==> config.mk <==
export PLATFORM = sky130hd
export DESIGN_NAME = mandel_render
export DESIGN_NICKNAME = d
export VERILOG_FILES = /design/src/hw/mandel_pkg.sv /design/src/hw/mandel_iter.sv /design/src/hw/mandel_render.sv
export SDC_FILE = /design/constraint.sdc
export NUM_CORES = 2
export LEC_CHECK = 0
export BUFFER_PORTS_ARGS = -buffer_cell sky130_fd_sc_hd__buf_2
export CAP_MARGIN = 10
export CORE_AREA = 2 2 504 506
export DETAILED_ROUTE_END_ITERATION = 10
export DIE_AREA = 0 0 506 508
export PLACE_DENSITY = 0.5
export SLEW_MARGIN = 20
export SYNTH_ARGS = -nofsm -noshare
export SYNTH_HDL_FRONTEND = slang
export SYNTH_SLANG_ARGS = --single-unit
==> constraint.sdc <==
create_clock -name clk_sys -period 7.45 [get_ports clk_sys]
set_input_delay 1.49 -clock clk_sys [delete_from_list [all_inputs] [get_ports clk_sys]]
set_output_delay 1.49 -clock clk_sys [all_outputs]
set_load 0.005 [all_outputs]
==> src/hw/mandel_pkg.sv <==
/*
 * mandelbrot shared definitions
 * fixed-point format, colour index type and the FSM state encodings
 */
package mandel_pkg;

    // fixed-point format, signed 4.21
    localparam int FP_WIDTH   = 25;                 // total bits
    localparam int FP_INT     = 4;                  // integer bits incl sign
    localparam int FP_FRAC    = FP_WIDTH - FP_INT;  // 21 fraction bits
    localparam int CIDX_WIDTH = 8;                  // colour index bits

    typedef logic signed [FP_WIDTH-1:0] fp_t;  // coordinate, step or product term
    typedef logic [CIDX_WIDTH-1:0] cidx_t;     // escape count used as colour index

    // escape threshold for x^2 + y^2
    localparam fp_t FP_FOUR = fp_t'(4 << FP_FRAC);

    // navigation mode, also a status output
    typedef enum logic [1:0] {
        MODE_HORIZONTAL,  // up/dn pan x
        MODE_VERTICAL,    // up/dn pan y
        MODE_ZOOM         // up zooms out, dn zooms in
    } view_mode_t;

    // iteration engine
    typedef enum logic [1:0] {
        ITER_IDLE,
        ITER_MULTIPLY,  // register x*x, y*y, x*y
        ITER_UPDATE     // escape test or z update
    } iter_state_t;

    // raster scanner
    typedef enum logic [1:0] {
        RENDER_IDLE,
        RENDER_LAUNCH,  // kick engine for current pixel
        RENDER_WAIT     // wait for engine done
    } render_state_t;

endpackage

==> src/hw/mandel_iter.sv <==
/*
 * mandelbrot iteration engine: escape count of one point c = cx + i*cy,
 * two cycles per iteration in signed 4.21 fixed point
 */
`timescale 1ns/1ps

module mandel_iter #(
    parameter int ITER_MAX = 255  // at most 255
) (
    input  logic              clk_sys,
    input  logic              rst_sys,
    input  logic              start,  // latch cx/cy and begin
    input  mandel_pkg::fp_t   cx,
    input  mandel_pkg::fp_t   cy,
    output logic              done,   // one-cycle, cidx valid with it
    output mandel_pkg::cidx_t cidx
);

    localparam mandel_pkg::cidx_t N_LAST = mandel_pkg::cidx_t'(ITER_MAX);
    localparam int PW = 2 * mandel_pkg::FP_WIDTH;  // full product width

    mandel_pkg::iter_state_t state;
    mandel_pkg::fp_t c_re, c_im;  // latched point
    mandel_pkg::fp_t x, y;        // z
    mandel_pkg::fp_t xx, yy, xy;  // registered scaled products
    mandel_pkg::fp_t mag;         // x^2 + y^2, wraps
    mandel_pkg::cidx_t n;         // iteration count
    logic signed [PW-1:0] xx_full, yy_full, xy_full;
    logic stop;                   // escaped or out of iterations
    logic fin;                    // stop seen, done next cycle

    always_comb begin
        xx_full = x * x;
        yy_full = y * y;
        xy_full = x * y;
        mag     = xx + yy;
        stop    = (mag > mandel_pkg::FP_FOUR) || (n == N_LAST);
    end

    // state and done
    always_ff @(posedge clk_sys) begin
        if (rst_sys) begin
            state <= mandel_pkg::ITER_IDLE;
            fin   <= 1'b0;
            done  <= 1'b0;
        end else begin
            done <= fin;
            fin  <= 1'b0;
            case (state)
                mandel_pkg::ITER_IDLE: begin
                    if (start) state <= mandel_pkg::ITER_MULTIPLY;
                end
                mandel_pkg::ITER_MULTIPLY: state <= mandel_pkg::ITER_UPDATE;
                mandel_pkg::ITER_UPDATE: begin
                    if (stop) begin
                        fin   <= 1'b1;
                        state <= mandel_pkg::ITER_IDLE;
                    end else begin
                        state <= mandel_pkg::ITER_MULTIPLY;
                    end
                end
                default: state <= mandel_pkg::ITER_IDLE;
            endcase
        end
    end

    // datapath
    always_ff @(posedge clk_sys) begin
        case (state)
            mandel_pkg::ITER_IDLE: begin
                if (start) begin
                    c_re <= cx;
                    c_im <= cy;
                    x    <= '0;  // z0 = 0
                    y    <= '0;
                    n    <= '0;
                end
            end
            mandel_pkg::ITER_MULTIPLY: begin
                // back to 4.21, drop upper bits
                xx <= mandel_pkg::fp_t'(xx_full >>> mandel_pkg::FP_FRAC);
                yy <= mandel_pkg::fp_t'(yy_full >>> mandel_pkg::FP_FRAC);
                xy <= mandel_pkg::fp_t'(xy_full >>> mandel_pkg::FP_FRAC);
            end
            mandel_pkg::ITER_UPDATE: begin
                if (!stop) begin
                    x <= xx - yy + c_re;       // re(z^2) + cx
                    y <= (xy <<< 1) + c_im;    // im(z^2) + cy
                    n <= n + 1'b1;
                end
            end
            default: ;
        endcase
        if (fin) cidx <= n;  // n is held once stop is seen
    end

endmodule

==> src/hw/mandel_render.sv <==
/*
 * mandelbrot renderer: raster scan of the framebuffer, one point
 * through the iteration engine at a time, escape count written per pixel
 */
`timescale 1ns/1ps

module mandel_render #(
    parameter  int FB_WIDTH  = 320,
    parameter  int FB_HEIGHT = 180,
    parameter  int ITER_MAX  = 255,
    localparam int ADDRW     = $clog2(FB_WIDTH * FB_HEIGHT)
) (
    input  logic              clk_sys,
    input  logic              rst_sys,
    input  logic              start,       // begin a frame
    input  mandel_pkg::fp_t   x_start,     // top-left point
    input  mandel_pkg::fp_t   y_start,
    input  mandel_pkg::fp_t   step,        // distance between pixels
    output logic              busy,
    output logic              we,          // framebuffer write strobe
    output logic [ADDRW-1:0]  addr_write,
    output mandel_pkg::cidx_t cidx         // write data
);

    localparam int XW = $clog2(FB_WIDTH);
    localparam int YW = $clog2(FB_HEIGHT);
    localparam logic [XW-1:0] X_LAST = XW'(FB_WIDTH - 1);
    localparam logic [YW-1:0] Y_LAST = YW'(FB_HEIGHT - 1);

    mandel_pkg::render_state_t state;
    logic [XW-1:0] px;           // column
    logic [YW-1:0] py;           // row
    logic [ADDRW-1:0] pix_addr;  // address of px/py
    mandel_pkg::fp_t cx, cy;     // point of px/py, stepped not multiplied
    logic iter_start, iter_done;
    mandel_pkg::cidx_t iter_cidx;
    logic last_pixel;

    assign last_pixel = (px == X_LAST) && (py == Y_LAST);

    mandel_iter #(
        .ITER_MAX(ITER_MAX)
    ) iter_inst (
        .clk_sys,
        .rst_sys,
        .start(iter_start),
        .cx,
        .cy,
        .done(iter_done),
        .cidx(iter_cidx)
    );

    // FSM
    always_ff @(posedge clk_sys) begin
        if (rst_sys) begin
            state      <= mandel_pkg::RENDER_IDLE;
            busy       <= 1'b0;
            we         <= 1'b0;
            iter_start <= 1'b0;
        end else begin
            we         <= 1'b0;
            iter_start <= 1'b0;
            case (state)
                mandel_pkg::RENDER_IDLE: begin
                    busy <= start;  // drops the cycle after the last write
                    if (start) state <= mandel_pkg::RENDER_LAUNCH;
                end
                mandel_pkg::RENDER_LAUNCH: begin
                    iter_start <= 1'b1;
                    state      <= mandel_pkg::RENDER_WAIT;
                end
                mandel_pkg::RENDER_WAIT: begin
                    if (iter_done) begin
                        we    <= 1'b1;
                        state <= last_pixel ? mandel_pkg::RENDER_IDLE
                                            : mandel_pkg::RENDER_LAUNCH;
                    end
                end
                default: state <= mandel_pkg::RENDER_IDLE;
            endcase
        end
    end

    // raster counters and write data
    always_ff @(posedge clk_sys) begin
        if (state == mandel_pkg::RENDER_IDLE && start) begin
            px       <= '0;
            py       <= '0;
            pix_addr <= '0;
            cx       <= x_start;
            cy       <= y_start;
        end else if (state == mandel_pkg::RENDER_WAIT && iter_done) begin
            addr_write <= pix_addr;
            cidx       <= iter_cidx;
            pix_addr   <= pix_addr + 1'b1;  // raster order, no gaps
            if (px == X_LAST) begin         // next row
                px <= '0;
                py <= py + 1'b1;
                cx <= x_start;
                cy <= cy + step;
            end else begin
                px <= px + 1'b1;
                cx <= cx + step;
            end
        end
    end

endmodule

==> out/results.md <==
- highest clock rate: 0.139 GHz
- final wirelength: 206000 um
- die outline height: 508 um
- Tmin final: 7200 ps
- total via count in the routed design: 51119
- IO Pins: 104
- Remaining DRCs: 0
- max cap viols: 0
- slew at the pin closest to its max-slew limit: 989 ps
- Post-Route Hold Slack: 428 ps
- number of warning messages in the yosys log: 0
- effective utilization at floorplan: 0.298
- area occupied by multi-input gates: 57500 um^2
- skew final: 78.5 ps
- via count of the first global-routing pass: 57691
- number of enable-type register cells in the synthesized netlist: 264
- total number of nets in the final design: 10476
- number of buffers added on ports: 103
- result of the run: finished, final reports clean
- post-synthesis sequential area ratio: 0.117
- dominant register cell in the synthesized netlist: sky130_fd_sc_hd__edfxtp_1
- Detailed Place HPWL: 175000 um
- post-synthesis cell type with the largest combined area: sky130_fd_sc_hd__fa_1
- max-slew headroom at the worst pin: 0.339
- unrepaired setup endpoints after global routing: true
- antenna violations before repair: 6
- post-route ant nets: 0
- Site Rows: 185
- Worst path top cell family by delay: adder cells
- leftover overflow at the end of global routing: 0
- startpoint class of the critical path: flip-flop
- Reg clk slew, reported paths: 60 ps
- final slew viol count: 0
- most frequently used cell type in the post-synthesis netlist: sky130_fd_sc_hd__inv_1
- clock root buffer: sky130_fd_sc_hd__clkbuf_16
- crit-path most repeated cell: sky130_fd_sc_hd__fa_1
- synthesized netlist net count: 10150
- # H-tree levels: 2
- Post-Synthesis Cell Area: 75100 um^2
- number of CTS-inserted buffers: 41
- global-route wire length before repair: 332000 um
- area overhead of the layout relative to synthesis: 13.1%
- sequential cell area: 8770 um^2
- type of destination of the critical path: flip-flop
- number of register bits inferred by synthesis: 306
- 1st-pass router iterations: 5
- share of post-route cells with drive strength above 1: 0.0933
- Buf/Inv on CP: 9
- overall fraction of global-route tracks in use: 0.166
- kind of path behind the tightest hold check: flip-flop to flip-flop
- Crit-path slowest cell: sky130_fd_sc_hd__fa_1
- number of instances in the synthesized netlist: 7740
- horizontal extent of the die: 506 um
- Routability Congestion: 0.890
- proportion of synthesized flip-flops having asynchronous set or reset: 0
- endpoints failing hold: 0
- data required time of the worst path: 7830 ps
- Area contributors post-synth: sky130_fd_sc_hd__fa_1 47%, sky130_fd_sc_hd__inv_1 11%, sky130_fd_sc_hd__edfxtp_1 11%, sky130_fd_sc_hd__ha_1 9.5%, sky130_fd_sc_hd__and2_1 4.0%
- Filler Cells Inserted: 26110
- peak per-stage delay on the critical path: 530 ps
- worst skew pair latency: 630 ps
- Critical Path AT: 7580 ps
- number of buffers between clock root and the deepest sink: 3
- routed wirelength normalized by instance count: 17.9 um
- number of hold-repair buffers added at the cts stage: 0
- final cycle utilization of the critical path: 0.966
- fraction of synthesized cell area taken by the top area cell type: 0.470
- maximum number of pins on one net before global-route repair: 62
- number of library cell types mapped by synthesis: 80
- Max FO, Critical Path: 6
- number of sinks on the clock net: 306
- number of DRC violations after detailed-routing iteration 0: 2621
- Avg Cell Area, Syn: 9.70 um^2
- number of failing setup endpoints in the final timing report: 0
- Core Region: 252000 um^2
- mean number of vias per cell: 4.46
- critical path type: flip-flop to flip-flop
- Die ar.: 257000 um^2
- TritonCTS clock tree: done
- most frequent cells after synthesis: 2150 x sky130_fd_sc_hd__inv_1, 1762 x sky130_fd_sc_hd__fa_1, 773 x sky130_fd_sc_hd__nand2_1
per-layer routing:
layer | wire, um | vias to the layer above | global-route usage
li1 | - | 23339 | -
met1 | 90900 | 26535 | 0.226
met2 | 101000 | 1018 | 0.284
met3 | 8390 | 225 | 0.0157
met4 | 5540 | 2 | 0.0370
met5 | 13 | - | 0
repair_timing:
action / CTS / global route
buffers inserted: 3 / 23
cloned: 0 / 4
resized for setup: 4 / 107
pin swaps: 1 / 40
endpoints found under the setup margin: 20 / 36
sequential cells by signal, indices dropped and copies added, names as in the netlist:
signal / flops
iter_inst.n: 8
iter_inst.y: 25
iter_inst.yy: 25
iter_inst.x: 25
iter_inst.c_re: 25
iter_inst.state: 2
iter_inst.c_im: 25
pix_addr: 16
cx: 25
iter_inst.cidx: 8
cidx: 8
iter_inst.xx: 25
iter_inst.done: 1
we: 1
iter_inst.xy: 24
px: 9
busy: 1
iter_start: 1
iter_inst.fin: 1
py: 8
state: 2
addr_write: 16
cy: 25
kinds of logic (layout without fill, tap and decap cells):
kind of cell / after synthesis / in the layout / synth area share
fa+ha+maj: 2332 / 2332 / 0.565
buf+inv: 2446 / 2805 / 0.122
other cells: 0 / 2 / 0
xor+xnor: 263 / 263 / 0.0307
mux: 13 / 13 / 0.00178
flops: 306 / 306 / 0.117
compound gates: 537 / 537 / 0.0461
simple gates: 1843 / 1843 / 0.117
cell usage in the layout (no fill, tap or decap), drive strengths merged, types with 73 or more instances in the layout:
cell type,Yosys,final
a21oi,142,142
and2,482,482
nand2,773,773
o21ai,136,136
edfxtp,264,264
fa,1762,1762
xnor2,157,157
a21o,73,73
nor2,303,303
ha,570,570
inv,2154,2158
buf,10,565
xor2,106,106
final timing paths:
check	startpoint	end	slack, ps	cells after the start
setup / recovery	iter_inst.x[13]	iter_inst.xx[13]	250	28
hold / removal	iter_inst.cidx[5]	cidx[5]	430	0
setup reg to reg	iter_inst.x[13]	iter_inst.xx[13]	250	28
hold reg to reg	iter_inst.cidx[5]	cidx[5]	430	0
metrics by stage:
step / area, um^2 / worst slack [ps] / TNS (ps) / std cells / utilization
CTS: 84100 / 4.86 / 0 / 11438 / 0.333
detailed placement: 82600 / -356 / -2660 / 11359 / 0.327
global route: 84900 / -96.2 / -236 / 11465 / 0.336
finish: 84900 / 255 / 0 / 11467 / 0.336
global placement: 82600 / -253 / -1740 / 11359 / 0.327
floorplan: 75100 / 177 / 0 / 7740 / -
layout make-up:
class,count,area share
clock buffer,50,0.0133
inverter,2160,0.0956
multi-input combinational,4988,0.677
clock inverter,26,0.00399
antenna,2,0.0000590
timing repair buffer,569,0.0569
tap,3366,0.0496
sequential,306,0.103
Power is not shown: default switching activity piles up to over one toggle a cycle in this logic, so the estimate is an artifact.
